$ cat config.mk
export PLATFORM = sky130hd
export DESIGN_NAME = epu_top
export DESIGN_NICKNAME = d
export VERILOG_FILES = /design/src/epu_pkg.sv /design/src/matrix_buffer.sv /design/src/buffer_arbiter.sv /design/src/host_port.sv /design/src/layer_sequencer.sv /design/src/ewise_engine.sv /design/src/argmax_engine.sv /design/src/epu_top.sv
export VERILOG_INCLUDE_DIRS = /design/src /design/src/src
export SDC_FILE = /design/constraint.sdc
export NUM_CORES = 1
export LEC_CHECK = 0
export BUFFER_PORTS_ARGS = -buffer_cell sky130_fd_sc_hd__buf_2
export CAP_MARGIN = 0
export CORE_MARGIN = 10
export CORE_UTILIZATION = 62
export CTS_CLUSTER_DIAMETER = 60
export DETAILED_ROUTE_END_ITERATION = 8
export MAX_ROUTING_LAYER = met4
export PLACE_DENSITY = 0.8
export SETUP_SLACK_MARGIN = 0.1
export SYNTH_ARGS = -nofsm -noshare
export SYNTH_HDL_FRONTEND = slang
export SYNTH_SLANG_ARGS = --single-unit
$ cat constraint.sdc
create_clock -name clk -period 7.45 [get_ports clk]
set_clock_uncertainty 0.2 [all_clocks]
set_input_delay 2.235 -clock clk [delete_from_list [all_inputs] [get_ports clk]]
set_output_delay 2.235 -clock clk [all_outputs]
set_load 0.01 [all_outputs]
$ cat src/epu_params.svh
`ifndef EPU_PARAMS_SVH
`define EPU_PARAMS_SVH

// matrix geometry
`define EPU_ROWS    4
`define EPU_COLS    4
`define EPU_DATA_W  32

// word address into (rows + 1) * cols words, the last row holds the bias
`define EPU_ADDR_W  5

// ---------------------------------------
// instruction encoding
// ---------------------------------------
`define EPU_OPC_RTYPE  7'h33
`define EPU_F7_LAYER   7'h06
`define EPU_F7_BUF     7'h07

// funct3 under the layer funct7
`define EPU_F3_CFG     3'b000
`define EPU_F3_START   3'b001
`define EPU_F3_STAT    3'b010
`define EPU_F3_RCLASS  3'b011

// funct3 under the buffer funct7
`define EPU_F3_BWR     3'b000
`define EPU_F3_BRD     3'b001

`endif

$ cat src/epu_pkg.sv
`include "epu_params.svh"

package epu_pkg;

  // standard r-type field layout
  typedef struct packed {
    logic [6:0] funct7;
    logic [4:0] rs2;
    logic [4:0] rs1;
    logic [2:0] funct3;
    logic [4:0] rd;
    logic [6:0] opcode;
  } rtype_t;

  typedef struct packed {
    logic [15:0] row;
    logic [15:0] col;
  } elem_addr_t;

  typedef struct packed {
    logic [14:0] rsvd;
    logic        relu_en;
    logic [15:0] argmax_row;
  } layer_cfg_t;

  // rs1 as seen by buffer ops or by layer cfg
  typedef union packed {
    elem_addr_t elem;
    layer_cfg_t cfg;
  } operand_u;

  typedef struct packed {
    logic                   we;
    logic [`EPU_ADDR_W-1:0] addr;
    logic [`EPU_DATA_W-1:0] wdata;
  } buf_req_t;

  typedef enum logic [2:0] {
    IDLE,
    EWISE,
    ARGMAX,
    DONE
  } phase_e;

  typedef struct packed {
    rtype_t      instr;
    logic [31:0] rs1_val;
    logic [31:0] rs2_val;
    logic [4:0]  rd_addr;
  } cpu_instr_t;

  typedef struct packed {
    logic        we;
    logic [4:0]  waddr;
    logic [31:0] wdata;
  } cpu_wb_t;

endpackage

$ cat src/matrix_buffer.sv
`timescale 1ns/1ps
`include "epu_params.svh"

module matrix_buffer (
  input  logic                   clk,
  input  logic                   req_i,
  input  epu_pkg::buf_req_t      breq_i,
  output logic [`EPU_DATA_W-1:0] rdata_o
);

  localparam int DEPTH = (`EPU_ROWS + 1) * `EPU_COLS;

  logic [`EPU_DATA_W-1:0] mem [DEPTH];

  // one port, read data lands one cycle after the request
  always_ff @(posedge clk) begin
    if (req_i) begin
      if (breq_i.we) begin
        mem[breq_i.addr] <= breq_i.wdata;
      end else begin
        rdata_o <= mem[breq_i.addr];
      end
    end
  end

endmodule

$ cat src/buffer_arbiter.sv
`timescale 1ns/1ps
`include "epu_params.svh"

module buffer_arbiter
  import epu_pkg::*;
#(
  parameter int N_MASTERS = 3
) (
  input  logic                   clk,
  input  logic                   rst,
  input  logic [N_MASTERS-1:0]   req_i,
  input  buf_req_t               breq_i [N_MASTERS],
  output logic [N_MASTERS-1:0]   gnt_o,
  output logic [N_MASTERS-1:0]   rvalid_o,
  output logic [`EPU_DATA_W-1:0] rdata_o
);

  localparam int SEL_W = $clog2(N_MASTERS);

  logic [SEL_W-1:0]     last_q;
  logic [SEL_W-1:0]     sel;
  logic                 found;
  int                   idx;
  logic                 mem_req;
  buf_req_t             mem_breq;
  logic [N_MASTERS-1:0] rd_tag_q;

  // ---------------------------------------
  // round robin, search starts after last winner
  // ---------------------------------------
  always_comb begin
    gnt_o = '0;
    sel   = last_q;
    found = 1'b0;
    idx   = 0;
    for (int i = 1; i <= N_MASTERS; i++) begin
      idx = (int'(last_q) + i) % N_MASTERS;
      if (!found && req_i[idx]) begin
        found      = 1'b1;
        gnt_o[idx] = 1'b1;
        sel        = SEL_W'(idx);
      end
    end
  end

  assign mem_req  = found;
  assign mem_breq = breq_i[sel];

  always_ff @(posedge clk) begin
    if (rst) begin
      last_q   <= SEL_W'(N_MASTERS - 1);
      rd_tag_q <= '0;
    end else begin
      if (found) begin
        last_q <= sel;
      end
      // remember who gets the read data next cycle
      rd_tag_q <= mem_breq.we ? '0 : gnt_o;
    end
  end

  assign rvalid_o = rd_tag_q;

  matrix_buffer u_mem (
    .clk     (clk),
    .req_i   (mem_req),
    .breq_i  (mem_breq),
    .rdata_o (rdata_o)
  );

  a_gnt_onehot : assert property (@(posedge clk) disable iff (rst) $onehot0(gnt_o));

endmodule

$ cat src/host_port.sv
`timescale 1ns/1ps
`include "epu_params.svh"

module host_port
  import epu_pkg::*;
(
  input  logic                         clk,
  input  logic                         rst,
  input  cpu_instr_t                   cpu_instr_i,
  input  logic                         instr_valid_i,
  output logic                         instr_ready_o,
  output cpu_wb_t                      cpu_wb_o,
  input  logic                         busy_i,
  input  logic                         done_i,
  input  phase_e                       phase_i,
  input  logic [$clog2(`EPU_COLS)-1:0] class_idx_i,
  output logic                         cfg_we_o,
  output operand_u                     cfg_o,
  output logic                         start_o,
  output logic                         buf_req_o,
  output buf_req_t                     breq_o,
  input  logic                         buf_gnt_i,
  input  logic                         buf_rvalid_i,
  input  logic [`EPU_DATA_W-1:0]       buf_rdata_i
);

  rtype_t                 ins;
  operand_u               opnd;
  logic                   is_layer;
  logic                   is_buf;
  logic                   is_cfg;
  logic                   is_start;
  logic                   is_stat;
  logic                   is_rclass;
  logic                   is_bwr;
  logic                   is_brd;
  logic                   is_read;
  logic                   accept;
  logic                   pend;
  logic                   req_q;
  logic                   rd_wait_q;
  buf_req_t               breq_q;
  logic [4:0]             rd_q;
  logic                   wb_we_q;
  logic [4:0]             wb_addr_q;
  logic [`EPU_DATA_W-1:0] wb_data_q;
  logic [`EPU_DATA_W-1:0] stat_word;

  // ---------------------------------------
  // decode
  // ---------------------------------------
  assign ins  = cpu_instr_i.instr;
  assign opnd = cpu_instr_i.rs1_val;

  assign is_layer  = (ins.opcode == `EPU_OPC_RTYPE) && (ins.funct7 == `EPU_F7_LAYER);
  assign is_buf    = (ins.opcode == `EPU_OPC_RTYPE) && (ins.funct7 == `EPU_F7_BUF);
  assign is_cfg    = is_layer && (ins.funct3 == `EPU_F3_CFG);
  assign is_start  = is_layer && (ins.funct3 == `EPU_F3_START);
  assign is_stat   = is_layer && (ins.funct3 == `EPU_F3_STAT);
  assign is_rclass = is_layer && (ins.funct3 == `EPU_F3_RCLASS);
  assign is_bwr    = is_buf && (ins.funct3 == `EPU_F3_BWR);
  assign is_brd    = is_buf && (ins.funct3 == `EPU_F3_BRD);
  assign is_read   = is_stat || is_rclass;

  // one host buffer op at a time, reads stay pending until data is back
  assign pend = req_q || rd_wait_q;

  always_comb begin
    if (busy_i) begin
      instr_ready_o = is_read;
    end else if (is_bwr || is_brd) begin
      instr_ready_o = !pend;
    end else begin
      instr_ready_o = 1'b1;
    end
    // returning buffer data owns next cycle's writeback slot
    if (is_read && buf_rvalid_i) begin
      instr_ready_o = 1'b0;
    end
  end

  assign accept = instr_valid_i && instr_ready_o;

  assign cfg_we_o = accept && is_cfg;
  assign cfg_o    = opnd;
  assign start_o  = accept && is_start;

  // ---------------------------------------
  // buffer request
  // ---------------------------------------
  always_ff @(posedge clk) begin
    if (rst) begin
      req_q     <= 1'b0;
      rd_wait_q <= 1'b0;
    end else begin
      if (accept && (is_bwr || is_brd)) begin
        req_q <= 1'b1;
      end else if (buf_gnt_i) begin
        req_q <= 1'b0;
      end
      if (buf_gnt_i && !breq_q.we) begin
        rd_wait_q <= 1'b1;
      end else if (buf_rvalid_i) begin
        rd_wait_q <= 1'b0;
      end
    end
  end

  always_ff @(posedge clk) begin
    if (accept && (is_bwr || is_brd)) begin
      breq_q <= '{we:    is_bwr,
                  addr:  `EPU_ADDR_W'(opnd.elem.row * `EPU_COLS + opnd.elem.col),
                  wdata: cpu_instr_i.rs2_val};
      rd_q   <= cpu_instr_i.rd_addr;
    end
  end

  assign buf_req_o = req_q;
  assign breq_o    = breq_q;

  // ---------------------------------------
  // writeback
  // ---------------------------------------
  assign stat_word = `EPU_DATA_W'({phase_i, done_i, busy_i});

  always_ff @(posedge clk) begin
    if (rst) begin
      wb_we_q <= 1'b0;
    end else begin
      wb_we_q <= (accept && is_read) || (buf_rvalid_i && rd_wait_q);
    end
  end

  always_ff @(posedge clk) begin
    if (buf_rvalid_i) begin
      wb_addr_q <= rd_q;
      wb_data_q <= buf_rdata_i;
    end else if (accept) begin
      wb_addr_q <= cpu_instr_i.rd_addr;
      wb_data_q <= is_stat ? stat_word : `EPU_DATA_W'(class_idx_i);
    end
  end

  assign cpu_wb_o = '{we: wb_we_q, waddr: wb_addr_q, wdata: wb_data_q};

  // the engines own the buffer for the whole run
  a_no_host_req_busy : assert property (@(posedge clk) disable iff (rst)
    busy_i |-> !buf_req_o);

endmodule

$ cat src/layer_sequencer.sv
`timescale 1ns/1ps
`include "epu_params.svh"

module layer_sequencer
  import epu_pkg::*;
(
  input  logic                         clk,
  input  logic                         rst,
  input  logic                         cfg_we_i,
  input  operand_u                     cfg_i,
  input  logic                         start_i,
  output logic                         ew_start_o,
  output logic                         relu_en_o,
  input  logic                         ew_done_i,
  output logic                         am_start_o,
  output logic [$clog2(`EPU_ROWS)-1:0] argmax_row_o,
  input  logic                         am_done_i,
  input  logic [$clog2(`EPU_COLS)-1:0] class_idx_i,
  output logic                         busy_o,
  output logic                         done_o,
  output phase_e                       phase_o,
  output logic [$clog2(`EPU_COLS)-1:0] class_idx_o
);

  localparam int ROW_W = $clog2(`EPU_ROWS);
  localparam int COL_W = $clog2(`EPU_COLS);

  phase_e           phase_q;
  logic             relu_q;
  logic [ROW_W-1:0] row_q;
  logic             done_q;
  logic             ew_start_q;
  logic             am_start_q;
  logic [COL_W-1:0] class_q;

  always_ff @(posedge clk) begin
    if (rst) begin
      phase_q    <= IDLE;
      relu_q     <= 1'b0;
      row_q      <= '0;
      done_q     <= 1'b0;
      ew_start_q <= 1'b0;
      am_start_q <= 1'b0;
      class_q    <= '0;
    end else begin
      ew_start_q <= 1'b0;
      am_start_q <= 1'b0;

      if (cfg_we_i) begin
        relu_q <= cfg_i.cfg.relu_en;
        row_q  <= cfg_i.cfg.argmax_row[ROW_W-1:0];
      end

      case (phase_q)
        // DONE rests until the next start
        IDLE, DONE: begin
          if (start_i) begin
            phase_q    <= EWISE;
            ew_start_q <= 1'b1;
            done_q     <= 1'b0;
          end
        end
        EWISE: begin
          if (ew_done_i) begin
            phase_q    <= ARGMAX;
            am_start_q <= 1'b1;
          end
        end
        ARGMAX: begin
          if (am_done_i) begin
            phase_q <= DONE;
            class_q <= class_idx_i;
            done_q  <= 1'b1;
          end
        end
        default: phase_q <= IDLE;
      endcase
    end
  end

  assign busy_o       = (phase_q == EWISE) || (phase_q == ARGMAX);
  assign done_o       = done_q;
  assign phase_o      = phase_q;
  assign class_idx_o  = class_q;
  assign ew_start_o   = ew_start_q;
  assign am_start_o   = am_start_q;
  assign relu_en_o    = relu_q;
  assign argmax_row_o = row_q;

  a_done_in_phase : assert property (@(posedge clk) disable iff (rst)
    (ew_done_i |-> phase_q == EWISE) and (am_done_i |-> phase_q == ARGMAX));

endmodule

$ cat src/ewise_engine.sv
`timescale 1ns/1ps
`include "epu_params.svh"

module ewise_engine
  import epu_pkg::*;
(
  input  logic                   clk,
  input  logic                   rst,
  input  logic                   start_i,
  input  logic                   relu_en_i,
  output logic                   done_o,
  output logic                   buf_req_o,
  output buf_req_t               breq_o,
  input  logic                   buf_gnt_i,
  input  logic                   buf_rvalid_i,
  input  logic [`EPU_DATA_W-1:0] buf_rdata_i
);

  localparam int N_ELEM = `EPU_ROWS * `EPU_COLS;
  localparam int IDX_W  = $clog2(N_ELEM + 1);
  localparam logic [IDX_W-1:0] LAST = IDX_W'(N_ELEM);
  localparam logic [`EPU_ADDR_W-1:0] BIAS_BASE = `EPU_ADDR_W'(N_ELEM);

  logic                   run_q;
  logic [IDX_W-1:0]       rd_idx_q;
  logic [IDX_W-1:0]       wr_idx_q;
  logic [IDX_W-1:0]       ret_q;
  logic                   rd_bias_q;
  logic                   tag_bias_q;
  logic [`EPU_DATA_W-1:0] bias_q;
  logic [`EPU_DATA_W-1:0] sum_q;
  logic                   sum_vld_q;
  logic                   req_q;
  buf_req_t               breq_q;
  logic                   free;
  logic                   rd_ok;
  logic                   last_wr;
  logic [`EPU_ADDR_W-1:0] bias_addr;
  logic [`EPU_DATA_W-1:0] res;

  // a new request may be loaded once the held one is granted
  assign free = !req_q || buf_gnt_i;

  // bias may run ahead, the element waits until the previous one is written
  assign rd_ok = run_q && (rd_idx_q < LAST) && (rd_bias_q || rd_idx_q == wr_idx_q);

  assign last_wr   = buf_gnt_i && breq_q.we && (wr_idx_q == LAST);
  assign bias_addr = BIAS_BASE + `EPU_ADDR_W'(int'(rd_idx_q) % `EPU_COLS);

  // sum wraps at 32 bits
  always_comb begin
    res = buf_rdata_i + bias_q;
    if (relu_en_i && res[`EPU_DATA_W-1]) begin
      res = '0;
    end
  end

  // ---------------------------------------
  // control
  // ---------------------------------------
  always_ff @(posedge clk) begin
    if (rst) begin
      run_q     <= 1'b0;
      req_q     <= 1'b0;
      sum_vld_q <= 1'b0;
      done_o    <= 1'b0;
      rd_idx_q  <= '0;
      wr_idx_q  <= '0;
      ret_q     <= '0;
      rd_bias_q <= 1'b1;
    end else begin
      done_o <= last_wr;
      if (start_i && !run_q) begin
        run_q     <= 1'b1;
        rd_idx_q  <= '0;
        wr_idx_q  <= '0;
        ret_q     <= '0;
        rd_bias_q <= 1'b1;
      end else if (last_wr) begin
        run_q <= 1'b0;
      end

      if (buf_rvalid_i && !tag_bias_q) begin
        sum_vld_q <= 1'b1;
        ret_q     <= ret_q + 1'b1;
      end

      if (free) begin
        if (sum_vld_q) begin
          req_q     <= 1'b1;
          sum_vld_q <= 1'b0;
          wr_idx_q  <= wr_idx_q + 1'b1;
        end else if (rd_ok) begin
          req_q     <= 1'b1;
          rd_bias_q <= !rd_bias_q;
          if (!rd_bias_q) begin
            rd_idx_q <= rd_idx_q + 1'b1;
          end
        end else begin
          req_q <= 1'b0;
        end
      end
    end
  end

  // ---------------------------------------
  // data path
  // ---------------------------------------
  always_ff @(posedge clk) begin
    if (buf_gnt_i) begin
      tag_bias_q <= (breq_q.addr >= BIAS_BASE);
    end
    if (buf_rvalid_i) begin
      if (tag_bias_q) begin
        bias_q <= buf_rdata_i;
      end else begin
        sum_q <= res;
      end
    end
    if (free) begin
      if (sum_vld_q) begin
        breq_q <= '{we: 1'b1, addr: `EPU_ADDR_W'(wr_idx_q), wdata: sum_q};
      end else if (rd_ok) begin
        breq_q <= '{we:    1'b0,
                    addr:  rd_bias_q ? bias_addr : `EPU_ADDR_W'(rd_idx_q),
                    wdata: '0};
      end
    end
  end

  assign buf_req_o = req_q;
  assign breq_o    = breq_q;

  // element k may only be written after k+1 element reads returned
  a_write_after_read : assert property (@(posedge clk) disable iff (rst)
    (buf_req_o && breq_o.we) |-> (IDX_W'(breq_o.addr) < ret_q));

endmodule

$ cat src/argmax_engine.sv
`timescale 1ns/1ps
`include "epu_params.svh"

module argmax_engine
  import epu_pkg::*;
(
  input  logic                         clk,
  input  logic                         rst,
  input  logic                         start_i,
  input  logic [$clog2(`EPU_ROWS)-1:0] row_i,
  output logic                         done_o,
  output logic [$clog2(`EPU_COLS)-1:0] class_idx_o,
  output logic                         buf_req_o,
  output buf_req_t                     breq_o,
  input  logic                         buf_gnt_i,
  input  logic                         buf_rvalid_i,
  input  logic [`EPU_DATA_W-1:0]       buf_rdata_i
);

  localparam int COL_W = $clog2(`EPU_COLS);

  logic                          run_q;
  logic                          req_q;
  logic [COL_W-1:0]              col_q;
  logic signed [`EPU_DATA_W-1:0] best_q;
  logic [COL_W-1:0]              best_idx_q;
  logic                          take;
  logic                          last;

  // strictly greater, so ties keep the lower column
  assign take = (col_q == '0) || ($signed(buf_rdata_i) > best_q);
  assign last = (col_q == COL_W'(`EPU_COLS - 1));

  // one read outstanding, col_q stays put until its data is back
  always_ff @(posedge clk) begin
    if (rst) begin
      run_q  <= 1'b0;
      req_q  <= 1'b0;
      col_q  <= '0;
      done_o <= 1'b0;
    end else begin
      done_o <= 1'b0;
      if (start_i && !run_q) begin
        run_q <= 1'b1;
        req_q <= 1'b1;
        col_q <= '0;
      end else if (buf_gnt_i) begin
        req_q <= 1'b0;
      end
      if (buf_rvalid_i) begin
        if (last) begin
          run_q  <= 1'b0;
          done_o <= 1'b1;
        end else begin
          col_q <= col_q + 1'b1;
          req_q <= 1'b1;
        end
      end
    end
  end

  always_ff @(posedge clk) begin
    if (buf_rvalid_i && take) begin
      best_q     <= buf_rdata_i;
      best_idx_q <= col_q;
    end
  end

  assign buf_req_o   = req_q;
  assign breq_o      = '{we:    1'b0,
                         addr:  `EPU_ADDR_W'(int'(row_i) * `EPU_COLS + int'(col_q)),
                         wdata: '0};
  assign class_idx_o = best_idx_q;

endmodule

$ cat src/epu_top.sv
`timescale 1ns/1ps
`include "epu_params.svh"

module epu_top
  import epu_pkg::*;
(
  input  logic       clk,
  input  logic       rst,
  input  cpu_instr_t cpu_instr_i,
  input  logic       instr_valid_i,
  output logic       instr_ready_o,
  output cpu_wb_t    cpu_wb_o,
  output logic       accel_busy_o,
  output logic       accel_done_o
);

  localparam int ROW_W = $clog2(`EPU_ROWS);
  localparam int COL_W = $clog2(`EPU_COLS);

  // arbiter masters: 0 host, 1 ewise, 2 argmax
  logic [2:0]             req;
  logic [2:0]             gnt;
  logic [2:0]             rvalid;
  buf_req_t               breq [3];
  logic [`EPU_DATA_W-1:0] rdata;

  logic                   cfg_we;
  operand_u               cfg;
  logic                   start;
  phase_e                 phase;
  logic [COL_W-1:0]       seq_class;
  logic [COL_W-1:0]       am_class;
  logic                   ew_start;
  logic                   ew_done;
  logic                   relu_en;
  logic                   am_start;
  logic                   am_done;
  logic [ROW_W-1:0]       argmax_row;

  host_port u_host (
    .clk           (clk),
    .rst           (rst),
    .cpu_instr_i   (cpu_instr_i),
    .instr_valid_i (instr_valid_i),
    .instr_ready_o (instr_ready_o),
    .cpu_wb_o      (cpu_wb_o),
    .busy_i        (accel_busy_o),
    .done_i        (accel_done_o),
    .phase_i       (phase),
    .class_idx_i   (seq_class),
    .cfg_we_o      (cfg_we),
    .cfg_o         (cfg),
    .start_o       (start),
    .buf_req_o     (req[0]),
    .breq_o        (breq[0]),
    .buf_gnt_i     (gnt[0]),
    .buf_rvalid_i  (rvalid[0]),
    .buf_rdata_i   (rdata)
  );

  layer_sequencer u_seq (
    .clk          (clk),
    .rst          (rst),
    .cfg_we_i     (cfg_we),
    .cfg_i        (cfg),
    .start_i      (start),
    .ew_start_o   (ew_start),
    .relu_en_o    (relu_en),
    .ew_done_i    (ew_done),
    .am_start_o   (am_start),
    .argmax_row_o (argmax_row),
    .am_done_i    (am_done),
    .class_idx_i  (am_class),
    .busy_o       (accel_busy_o),
    .done_o       (accel_done_o),
    .phase_o      (phase),
    .class_idx_o  (seq_class)
  );

  ewise_engine u_ewise (
    .clk          (clk),
    .rst          (rst),
    .start_i      (ew_start),
    .relu_en_i    (relu_en),
    .done_o       (ew_done),
    .buf_req_o    (req[1]),
    .breq_o       (breq[1]),
    .buf_gnt_i    (gnt[1]),
    .buf_rvalid_i (rvalid[1]),
    .buf_rdata_i  (rdata)
  );

  argmax_engine u_argmax (
    .clk          (clk),
    .rst          (rst),
    .start_i      (am_start),
    .row_i        (argmax_row),
    .done_o       (am_done),
    .class_idx_o  (am_class),
    .buf_req_o    (req[2]),
    .breq_o       (breq[2]),
    .buf_gnt_i    (gnt[2]),
    .buf_rvalid_i (rvalid[2]),
    .buf_rdata_i  (rdata)
  );

  buffer_arbiter u_arb (
    .clk      (clk),
    .rst      (rst),
    .req_i    (req),
    .breq_i   (breq),
    .gnt_o    (gnt),
    .rvalid_o (rvalid),
    .rdata_o  (rdata)
  );

endmodule

-- After elaboration in Yosys (flattened, before gate mapping)
Memory sizes are Yosys's and may differ from the RTL's. A register that Yosys moved wholly into a read port is not among the register bits.
Cells that the tools add are included.
- add/sub/neg operators: 10
- divide/modulo/power cells: 3
- order comparisons: 10
- equality and inequality tests: 15
- mux-type cells: 84
- bitwise gates (word level): 8
- reduce and logical (&&, ||, !) cells: 68
- operators with widths (operator ; number):
    38-bit 2-to-1 mux ; 3
    32-bit by 1-bit >= comparator with 1-bit output (second input constant) ; 3
    32-bit by 4-bit less-than comparator with 1-bit output (second input constant) ; 3
    32-bit by 3-bit remainder unit with 32-bit output (second input constant) ; 3
    38-bit binary-select mux with 2-bit select ; 1
    32-bit 2-to-1 mux ; 2
    5-bit 2-to-1 mux ; 12
    1-bit 2-to-1 mux ; 45
    37-bit 2-to-1 mux ; 1
    32-bit adder ; 1
    32-bit > comparator ; 1
    1-bit logical AND ; 30
    3-bit 2-to-1 mux ; 6
    7-bit by 3-bit == test with 1-bit output (second input constant) ; 2
    3-bit by 2-bit == test with 1-bit output (second input constant) ; 4
    2-bit 2-to-1 mux ; 6
    2-bit nonzero test ; 6
    5-bit by 1-bit adder with 5-bit output (second input constant) ; 2
    2-bit AND reduction ; 5
    2-bit OR reduction ; 5
    1-bit zero test ; 9
    3-bit one-hot mux with 3 select lines ; 1
    1-bit logical OR ; 8
    7-bit by 6-bit == test with 1-bit output (second input constant) ; 1
    other kinds (24) ; 38
- flip-flop bits (word level): 256
- memory bits (writable): 640
- bits of input ports: 104
- output and inout bits: 41
- logic and storage cells: 236
- memories: 1
- memory list (memory ; depth ; width ; rd ports ; clocked after memory_dff ; wr ports ; RTL line ; RTL):
    u_arb.u_mem.mem ; 20 ; 32 ; 1 ; 1 ; 1 ; matrix_buffer.sv:13 ; logic [`EPU_DATA_W-1:0] mem [DEPTH];

-- Longest topological paths before layout
Gate-level depths: netlist (run 1).
- depth in word-level cells: 19
- depth in mapped cells: 17
- gate-level depth less buffers: 13

-- Hierarchy
From an unflattened synthesis (run 1), not the netlist that was laid out.
- cells, all modules: 2458
- area, all modules: 39282.7 µm²
- by module, submodules not included (module ; times used ; cells an instance ; area an instance (µm²) ; sequential area each (µm²)):
    matrix_buffer ; 1 ; 1322 ; 25635.8 ; 20179.4
    ewise_engine ; 1 ; 501 ; 5896.9 ; 3393.3
    host_port ; 1 ; 215 ; 3375.7 ; 2462.4
    argmax_engine ; 1 ; 207 ; 2342.2 ; 1121.1
    buffer_arbiter ; 1 ; 164 ; 1589.0 ; 100.1
    layer_sequencer ; 1 ; 49 ; 442.9 ; 200.2

-- Least setup slack after synthesis (run 1)
No wires, ideal clock.
- path type: input to register
- start: input cpu_instr_i[99] (netlist name)
- end: register u_host.breq_q, in the netlist u_host.breq_o[0], enable pin
- data arrival time: 5289 ps
- required time: 6805 ps
- path slack: 1516 ps
- cell stages on the path: 7
- path buffers: 0
- cell sequence: nor4b_1 -> nand4b_1 -> nor2_1 -> mux2i_1 -> o22ai_1 -> nand3_1 -> nor2_1
- word-level cells in the longest chain between the ends: 9
- ends and longest elaborated chain (what ; RTL line ; RTL):
    from (decl) ; epu_top.sv:9 ; input cpu_instr_t cpu_instr_i,
    7-bit by 3-bit == test with 1-bit output (no source line) ; n/a ;
    1-bit logical AND ; host_port.sv:56 ; assign is_buf = (ins.opcode == `EPU_OPC_RTYPE) && (ins.funct7 == `EPU_F7_BUF);
    1-bit logical AND (on tied branches) ; host_port.sv:61, host_port.sv:62 ;
    1-bit logical OR ; host_port.sv:71 ; end else if (is_bwr || is_brd) begin
    1-bit 2-to-1 mux ; host_port.sv:71 ;
    1-bit 2-to-1 mux ; host_port.sv:69 ; if (busy_i) begin
    1-bit 2-to-1 mux (*) ; host_port.sv:77 ; if (is_read && buf_rvalid_i) begin
    named net instr_ready_o ; epu_top.sv:11 ; output logic instr_ready_o,
    1-bit logical AND (*) ; host_port.sv:82 ; assign accept = instr_valid_i && instr_ready_o;
    1-bit logical AND (*) ; host_port.sv:110 ; if (accept && (is_bwr || is_brd)) begin
    to (signal assigned) ; host_port.sv:111 ; breq_q <= '{we: is_bwr,
    to (decl) ; host_port.sv:42 ; buf_req_t breq_q;
Mark *: on every way through the listed nets, which the timed path passes. The rest lies on a longest branch.
A chain may end at the register's enable or synchronous reset.

-- Worst setup path after layout (run 1)
- start: register u_arb.last_q[0]
- end: memory u_arb.u_mem.mem[12][21] (netlist name), enable pin
- word-level cells in the longest chain between the ends: 19
- ends and longest elaborated chain (what ; RTL line ; RTL):
    from (decl) ; buffer_arbiter.sv:20 ; logic [SEL_W-1:0] last_q;
    from (signal assigned) ; buffer_arbiter.sv:51 ; last_q <= SEL_W'(N_MASTERS - 1);
    from (signal assigned) ; buffer_arbiter.sv:55 ; last_q <= sel;
    2-bit by 1-bit adder with 3-bit output ; buffer_arbiter.sv:37 ; idx = (int'(last_q) + i) % N_MASTERS;
    32-bit by 3-bit remainder unit with 32-bit output ; buffer_arbiter.sv:37 ;
    1-bit binary-select mux with 2-bit select ; buffer_arbiter.sv:38 ; if (!found && req_i[idx]) begin
    1-bit 2-to-1 mux (implied by the code) (2 in a row) ; buffer_arbiter.sv:38 ;
    1-bit 2-to-1 mux ; buffer_arbiter.sv:38 ;
    1-bit zero test ; buffer_arbiter.sv:38 ;
    1-bit logical AND ; buffer_arbiter.sv:38 ;
    1-bit 2-to-1 mux ; buffer_arbiter.sv:38 ;
    1-bit zero test ; buffer_arbiter.sv:38 ;
    1-bit logical AND ; buffer_arbiter.sv:38 ;
    2-bit 2-to-1 mux ; buffer_arbiter.sv:38 ;
    2-bit inverter with 3-bit output (implied by the code) ; buffer_arbiter.sv:47 ; assign mem_breq = breq_i[sel];
    38-bit binary-select mux with 2-bit select ; buffer_arbiter.sv:47 ;
    38-bit 2-to-1 mux (implied by the code) (2 in a row) ; buffer_arbiter.sv:47 ;
    1-bit 2-to-1 mux ; matrix_buffer.sv:18 ; if (breq_i.we) begin
    1-bit 2-to-1 mux ; matrix_buffer.sv:17 ; if (req_i) begin
    1-bit 2-to-1 mux (implied by the code) ; matrix_buffer.sv:19 ; mem[breq_i.addr] <= breq_i.wdata;
    to (decl) ; matrix_buffer.sv:13 ;
Parallel ways exist; a longest one is shown, timed or not. The select of a mux whose other input is x is not followed.

==> results of run 1 <==
## where the power goes
part / total [W] / internal (W) / switching [W]
Sequential: 0.00570 / 0.00568 / 0.0000124
Combinational: 0.000197 / 0.0000715 / 0.000125
Clock: 0.00477 / 0.00281 / 0.00196
## worst max path at each step
| stage | startpoint | to |
|---|---|---|
| final | u_arb.last_q[0] | u_arb.u_mem.mem[12][21] |
| after global routing | u_arb.last_q[0] | u_arb.u_mem.mem[12][21] |
| after CTS | u_arb.last_q[0] | u_arb.u_mem.mem[12][17] |
| after detailed placement | cpu_instr_i[72] | instr_ready_o |
| after global placement | cpu_instr_i[99] | instr_ready_o |
| after floorplan | cpu_instr_i[99] | u_host.breq_o[0] |
## flip-flops by register name (all words and copies together), names as in the netlist, 3 cells and up
signal               count
u_arb.rvalid_o           3
u_arb.u_mem.mem        640
u_arb.u_mem.rdata_o     32
u_argmax.best_q         32
u_ewise.bias_q          32
u_ewise.breq_o          38
u_ewise.rd_idx_q         5
u_ewise.sum_q           32
u_ewise.wr_idx_q         5
u_host.breq_o           38
u_host.rd_q              5
u_host.wb_addr_q         5
u_host.wb_data_q        32
## metrics by stage
stage	util [%]	hold WS, ns
after floorplan	-	0.232
final	69.8	0.261
after global routing	69.8	0.288
after global placement	64.7	0.244
after detailed placement	64.7	0.250
after CTS	69.8	0.260
## synth_stat cells, types with 15 or more instances
| cell | number |
|---|---|
| nor2_1 | 133 |
| nand3_1 | 221 |
| o21ai_0 | 29 |
| clkbuf_1 | 49 |
| edfxtp_1 | 889 |
| xnor2_1 | 17 |
| a32oi_1 | 80 |
| nand4_1 | 27 |
| inv_1 | 64 |
| xor2_1 | 15 |
| buf_2 | 69 |
| dfxtp_1 | 38 |
| nand2_1 | 562 |
| a31oi_1 | 44 |
| o211ai_1 | 33 |
| a21oi_1 | 88 |
| ha_1 | 75 |
| nor3_1 | 17 |
| a21o_1 | 30 |
| mux2i_1 | 94 |
| nor2b_1 | 20 |
| and2_1 | 67 |
## cell families after synthesis
logic type,Yosys count
simple gates,1103
xor+xnor,32
fa+ha+maj,77
compound gates,377
mux,105
buf+inv,209
flops,927
## cell usage in the layout (no fill, tap or decap), drive strengths merged, types with 33 or more instances in the layout
cell	count
edfxtp	889
ha	75
nor2	140
and2	68
dfxtp	38
a21oi	89
clkbuf	118
nand3	221
nand2	563
mux2i	95
o21ai	39
a32oi	80
o211ai	33
inv	71
buf	155
a31oi	45
## per-layer routing
| layer | global-route usage [%] | vias to the layer above | wire, um |
|---|---|---|---|
| li1 | - | 10700 | - |
| met3 | 6.38 | 241 | 11200 |
| met4 | 10.5 | 0 | 3030 |
| met5 | - | - | 0 |
| met2 | 42.0 | 1519 | 45400 |
| met1 | 33.9 | 12000 | 35100 |
## critical path, stage by stage, from the launching register on
cell	delay (ns)
dfxtp_1	0.40
inv_1	0.09
ha_1	0.55
or3b_1	0.44
a21oi_1	0.15
o21ai_1	0.15
a31oi_4	0.39
buf_4	0.59
mux2i_1	0.24
nor2_1	0.49
and2_1	0.37
nand3_1	0.52
nor2_4	0.86
buf_4	0.46
## cell type report
type	count	area, um^2	share of cell area [%]
antenna	2	5.00	0.0117
inverter	65	244	0.568
multi-input combinational	1694	10200	23.7
tap	790	988	2.30
clock inverter	53	651	1.52
sequential	927	27500	64.0
clock buffer	118	2440	5.69
timing repair buffer	155	942	2.20
==> results.md, run 1 <==
* Leakage power at roughly 15 nW
* Die Area at around 0.072 mm^2
* Wire per inst at around 25 um
* Post-Synth Adder-Cell Area at between 2 and 3%
* Number of H-tree levels at 3
* Count of final setup violators at 0
* Slew margin rel. at a little under a tenth
* Run status: completed
* CP Class: reg2reg
* Final hold vios at 0
* DP Area at about 0.04 mm^2
* Synth Net Count at around 3000
* Synth top area share at between 60 and 70%
* Seq/Total Area, Yosys at 71.6%
* CTS resizes at 0
* R2R cell count at 13
* CTS sink count at about 930
* Worst Tran Pin Value at 1.35 ns
* WHS Path Cells at 2
* Clock-pin slew on the worst setup and hold paths at 0.06 ns
* Fin worst setup slack at between 1 and 1.5 ns
* #FFs+latches synth at approximately 900
* Main synth FF type: edfxtp_1
* Initial antenna violation count at 2
* IO buf count at approximately 110
* Finished layout cell area at about 0.043 mm^2
* Hold endpoint: u_seq.class_idx_o[1]
* Post-route DRC at 0
* Largest net degree at the start of global routing at 77
* Dpl cells at around 3600
* Remaining Overflow, GRT at 0
* Post-synthesis compound-gate area fraction at 6.97%
* CP Capture Type: flop
* Final WL at between 90000 and 100000 um
* Setup TNS at 0 ns
* Peak VDD IR at slightly below 0.2 mV
* Clock buffer depth at 3
* Asr flop ratio synth at 0%
* Syn Inst Count at ~2800
* Initial Util at 62.4%
* Post-synthesis xor/xnor area fraction at less than 1%
* Total Routing Usage GR at 26.9%
* Reg-to-reg endpoint: u_arb.u_mem.mem[12][21]
* WP data arrival at approximately 6.4 ns
* Crit Path Max Fanout at 33
* Hold_sp: u_seq.class_idx_o[1]
* Initial DRC Count at between 3000 and 4000
* Fin crit period at between 6 and 7 ns
* CP Data Required Time at approximately 7.6 ns
* Worst r2r src: u_arb.last_q[0]
* Drt pass-1 iters at 6
* Fin. max-slew vios at 0
* DR vias at 24500
* Cts hold-fix bufs at 0
* CTS tree: done
* Distinct cell type count of the synthesized netlist at between 80 and 90
* Final Non-Filler Cells at 3804
* Vias in the first global route at between 20000 and 25000
* ANT nets after route at 0
* Post-Synth Simple-Gate Area at 12.9%
* Syn Area/Cell at 13.6 um^2
* Fmax at between 0.15 and 0.2 GHz
* Power Total at roughly 0.011 W
* Synth Cell Area at approximately 0.038 mm^2
* CTS root buf: clkbuf_16
* Largest family of logic cells by synthesized area: simple AND/OR/NAND/NOR gates
* Max cap viols at 0
* Layout cells sized above 1 at 11.9%
* Yosys warns at 0
* Nets at between 3000 and 4000
* Cts bufs inserted at ~90
* PwrDens at 249 mW/mm^2
* Period utilization at about 84%
* Reg2Reg Setup Slack at about 1.2 ns
* Area leader, netlist: edfxtp_1
* Clock latency on the worst-skew pair at about 0.66 ns
* Post-place setup slack at approximately 1.4 ns
* Die Y at approximately 270 um
* Core area at just over 0.06 mm^2
* Io pins at between 100 and 150
* Row Count at slightly above 90
* Die W at about 270 um
* RePlAce Congestion at around 0.93
* Layout filler cell count at 3814
* EDFF count, synth at a little under 900
* Area delta synth->final at 11.9%
* Via density at about 6.4
* Multiplexer area fraction after synthesis at about 2.8%
* RSZ-0062 raised after global routing: false
* Synth area leaders: edfxtp_1, nand2_1, nand3_1
* First-pass GRT wire length at approximately 140000 um
* Setup Buffers After CTS at 0
* Hold crit path type: reg2reg
* DP HPWL at 56800 um
* Crit path launch type: flop
Power figures use the tool's default switching activity.
==> run 2: changes to the inputs <==
==> constraint.sdc (replaced) <==
create_clock -name clk -period 6.36 [get_ports clk]
set_clock_uncertainty 0.2 [all_clocks]
set_input_delay 1.908 -clock clk [delete_from_list [all_inputs] [get_ports clk]]
set_output_delay 1.908 -clock clk [all_outputs]
set_load 0.01 [all_outputs]
==> run 2 against run 1 <==
Utilization fell by 0.055 points. Via count about the same. Non-clock buffer count up 23. Critical endpoint is now instr_ready_o. Largest power group unchanged.
==> results.md, run 2 (same netlist as run 1, synthesis figures left out) <==
* Hold_sp: u_ewise.done_o
* Clock-pin slew on the worst setup and hold paths at 0.06 ns (about the same)
* Max cap viols at 0 (unchanged)
* IO buf count at 105 (unchanged)
* Total Routing Usage GR at 26.6% (-0.26 points)
* Clock latency on the worst-skew pair at 0.65 ns (about the same)
* PwrDens at 279 mW/mm^2 (+12%)
* CTS tree: done
* Row Count at 91 (unchanged)
* Clock buffer depth at 3 (unchanged)
* Final Non-Filler Cells at 3820 (+0.42%)
* Vias in the first global route at 24300 (-0.41%)
* CTS resizes at 0 (unchanged)
* Count of final setup violators at 0 (unchanged)
* CP Data Required Time at 4.25 ns (-3.31 ns)
* Cts hold-fix bufs at 0 (unchanged)
* Top reg by flops: u_arb.u_mem.mem
* DP HPWL at 57200 um (+0.68%)
* DR vias at 24500 (+0.078%)
* Worst Tran Pin Value at 1.43 ns (+0.0752 ns)
* Fin worst setup slack at 0.883 ns (-0.317 ns)
* RePlAce Congestion at 0.923 (-0.94%)
* Crit path launch type: input pin
* Largest net degree at the start of global routing at 125 (+62%)
* Setup Buffers After CTS at 0 (unchanged)
* Fmax at around 0.18 GHz
* CTS root buf: clkbuf_16
* Run status: completed
* Peak VDD IR at 0.188 mV (-5.0%)
* RSZ-0062 raised after global routing: false
* Area delta synth->final at 11.8% (about the same)
* Drt pass-1 iters at 8 (+2)
* Fin crit period at approximately 5.5 ns
* Hold crit path type: reg2reg
* Cts bufs inserted at 89 (-3.3%)
* Period utilization at 86.1%
* Max reg flops at 640 (unchanged)
* Fin. max-slew vios at 0 (unchanged)
* Via density at 6.41 (-0.34%)
* Leakage power at 14.8 nW (-0.10%)
* Worst Setup SP: cpu_instr_i[99]
* Power Total at 0.0120 W (+12%)
* Ant diodes at 0 (-2)
* Wire per inst at 24.5 um (-1.6%)
* Post-place setup slack at 0.913 ns (-0.473 ns)
* Final WL at 93600 um (-1.1%)
* Number of H-tree levels at 3 (unchanged)
* Post-route DRC at 0 (unchanged)
* Layout filler cell count at 3818 (+0.10%)
* Crit Path Max Fanout at 4 (-88%)
* Initial antenna violation count at 1 (-1)
* Initial Util at 62.4% (unchanged)
* ANT nets after route at 0 (unchanged)
* Initial DRC Count at 3053 (-6.1%)
* Setup TNS at 0 ns (unchanged)
* Die Y at 269 um (unchanged)
* Most common cell after layout, fill and taps aside: edfxtp_1
* Dpl cells at 3653 (+0.63%)
* CTS sink count at 927 (unchanged)
* WP data arrival at 3.37 ns (-2.99 ns)
* First-pass GRT wire length at 141000 um (-1.2%)
* Die Area at 0.0722 mm^2 (unchanged)
* Worst r2r src: u_arb.last_q[0]
* Core area at 0.0615 mm^2 (unchanged)
* CP Capture Type: output pin
* Die W at 269 um (unchanged)
* Io pins at 145 (unchanged)
* Remaining Overflow, GRT at 0 (unchanged)
* Slew margin rel. at 4.47% (-5.0 points)
* Nets at 3136 (+0.64%)
* Layout cells sized above 1 at 12.9% (+0.99 points)
* Commonest cells after routing, fill and taps aside: edfxtp_1, nand2_1, nand3_1
* Final hold vios at 0 (unchanged)
* CP Class: in2out
run 2: changes by cell type in the layout (fill, tap and decap cells not counted), moves of 2 or more:
cell	change
clkinv_1	+6
clkinv_4	+2
clkinvlp_4	+3
inv_6	-2
clkinv_8	+3
buf_12	+5
clkbuf_16	-3
nor2_1	-10
clkbuf_1	-10
diode_2	-2
buf_4	+19
bufinv_16	-9
clkinv_2	+7
nor2_2	+10
run 2: per-layer routing:
layer  up-vias  global-route usage, %  part of all wire, %
met1     12000                   34.1                   37
met5         -                      -                    0
met2      1567                   42.9                   49
li1      10700                      -                    -
met4         0                   9.76                  3.0
met3       220                   4.33                   11
run 2: final timing paths:
kind              depth (start not counted)                 endpoint  slack, ns
hold / removal                            1         u_seq.am_start_o       0.29
setup / recovery                          7            instr_ready_o       0.88
setup reg to reg                         14  u_arb.u_mem.rdata_o[25]       0.91
hold reg to reg                           1         u_seq.am_start_o       0.29
run 2: layout make-up:
cell class / count / area (um^2) / share of cell area [%]
Tap cell: 790 / 988 / 2.30
Clock inverter: 61 / 478 / 1.11
Multi-Input combinational cell: 1694 / 10200 / 23.8
Timing Repair Buffer: 178 / 1170 / 2.74
Inverter: 65 / 244 / 0.569
Clock buffer: 105 / 2330 / 5.43
Sequential cell: 927 / 27500 / 64.0
run 2: metrics by stage:
step	hold slack, ns	utilization (%)	area (um^2)
2_1_floorplan	0.232	-	38400
3_3_place_gp	0.245	65.1	40000
3_5_place_dp	0.272	65.1	40000
4_1_cts	0.287	69.7	42900
5_1_grt	0.297	69.8	42900
6_report	0.289	69.8	42900
run 2: critical path: stages:
cell,delay [ns]
buf_2,0.10
nor4b_1,0.29
nand4b_1,0.19
nor2_1,0.30
mux2i_1,0.12
o22ai_1,0.27
buf_2,0.20
run 2: where the power goes:
group / internal (W) / switching (W) / leakage [nW] / total (W)
registers: 0.00666 / 0.0000143 / 8.35 / 0.00667
clock network: 0.00284 / 0.00224 / 1.37 / 0.00507
logic: 0.0000839 / 0.000149 / 5.09 / 0.000233
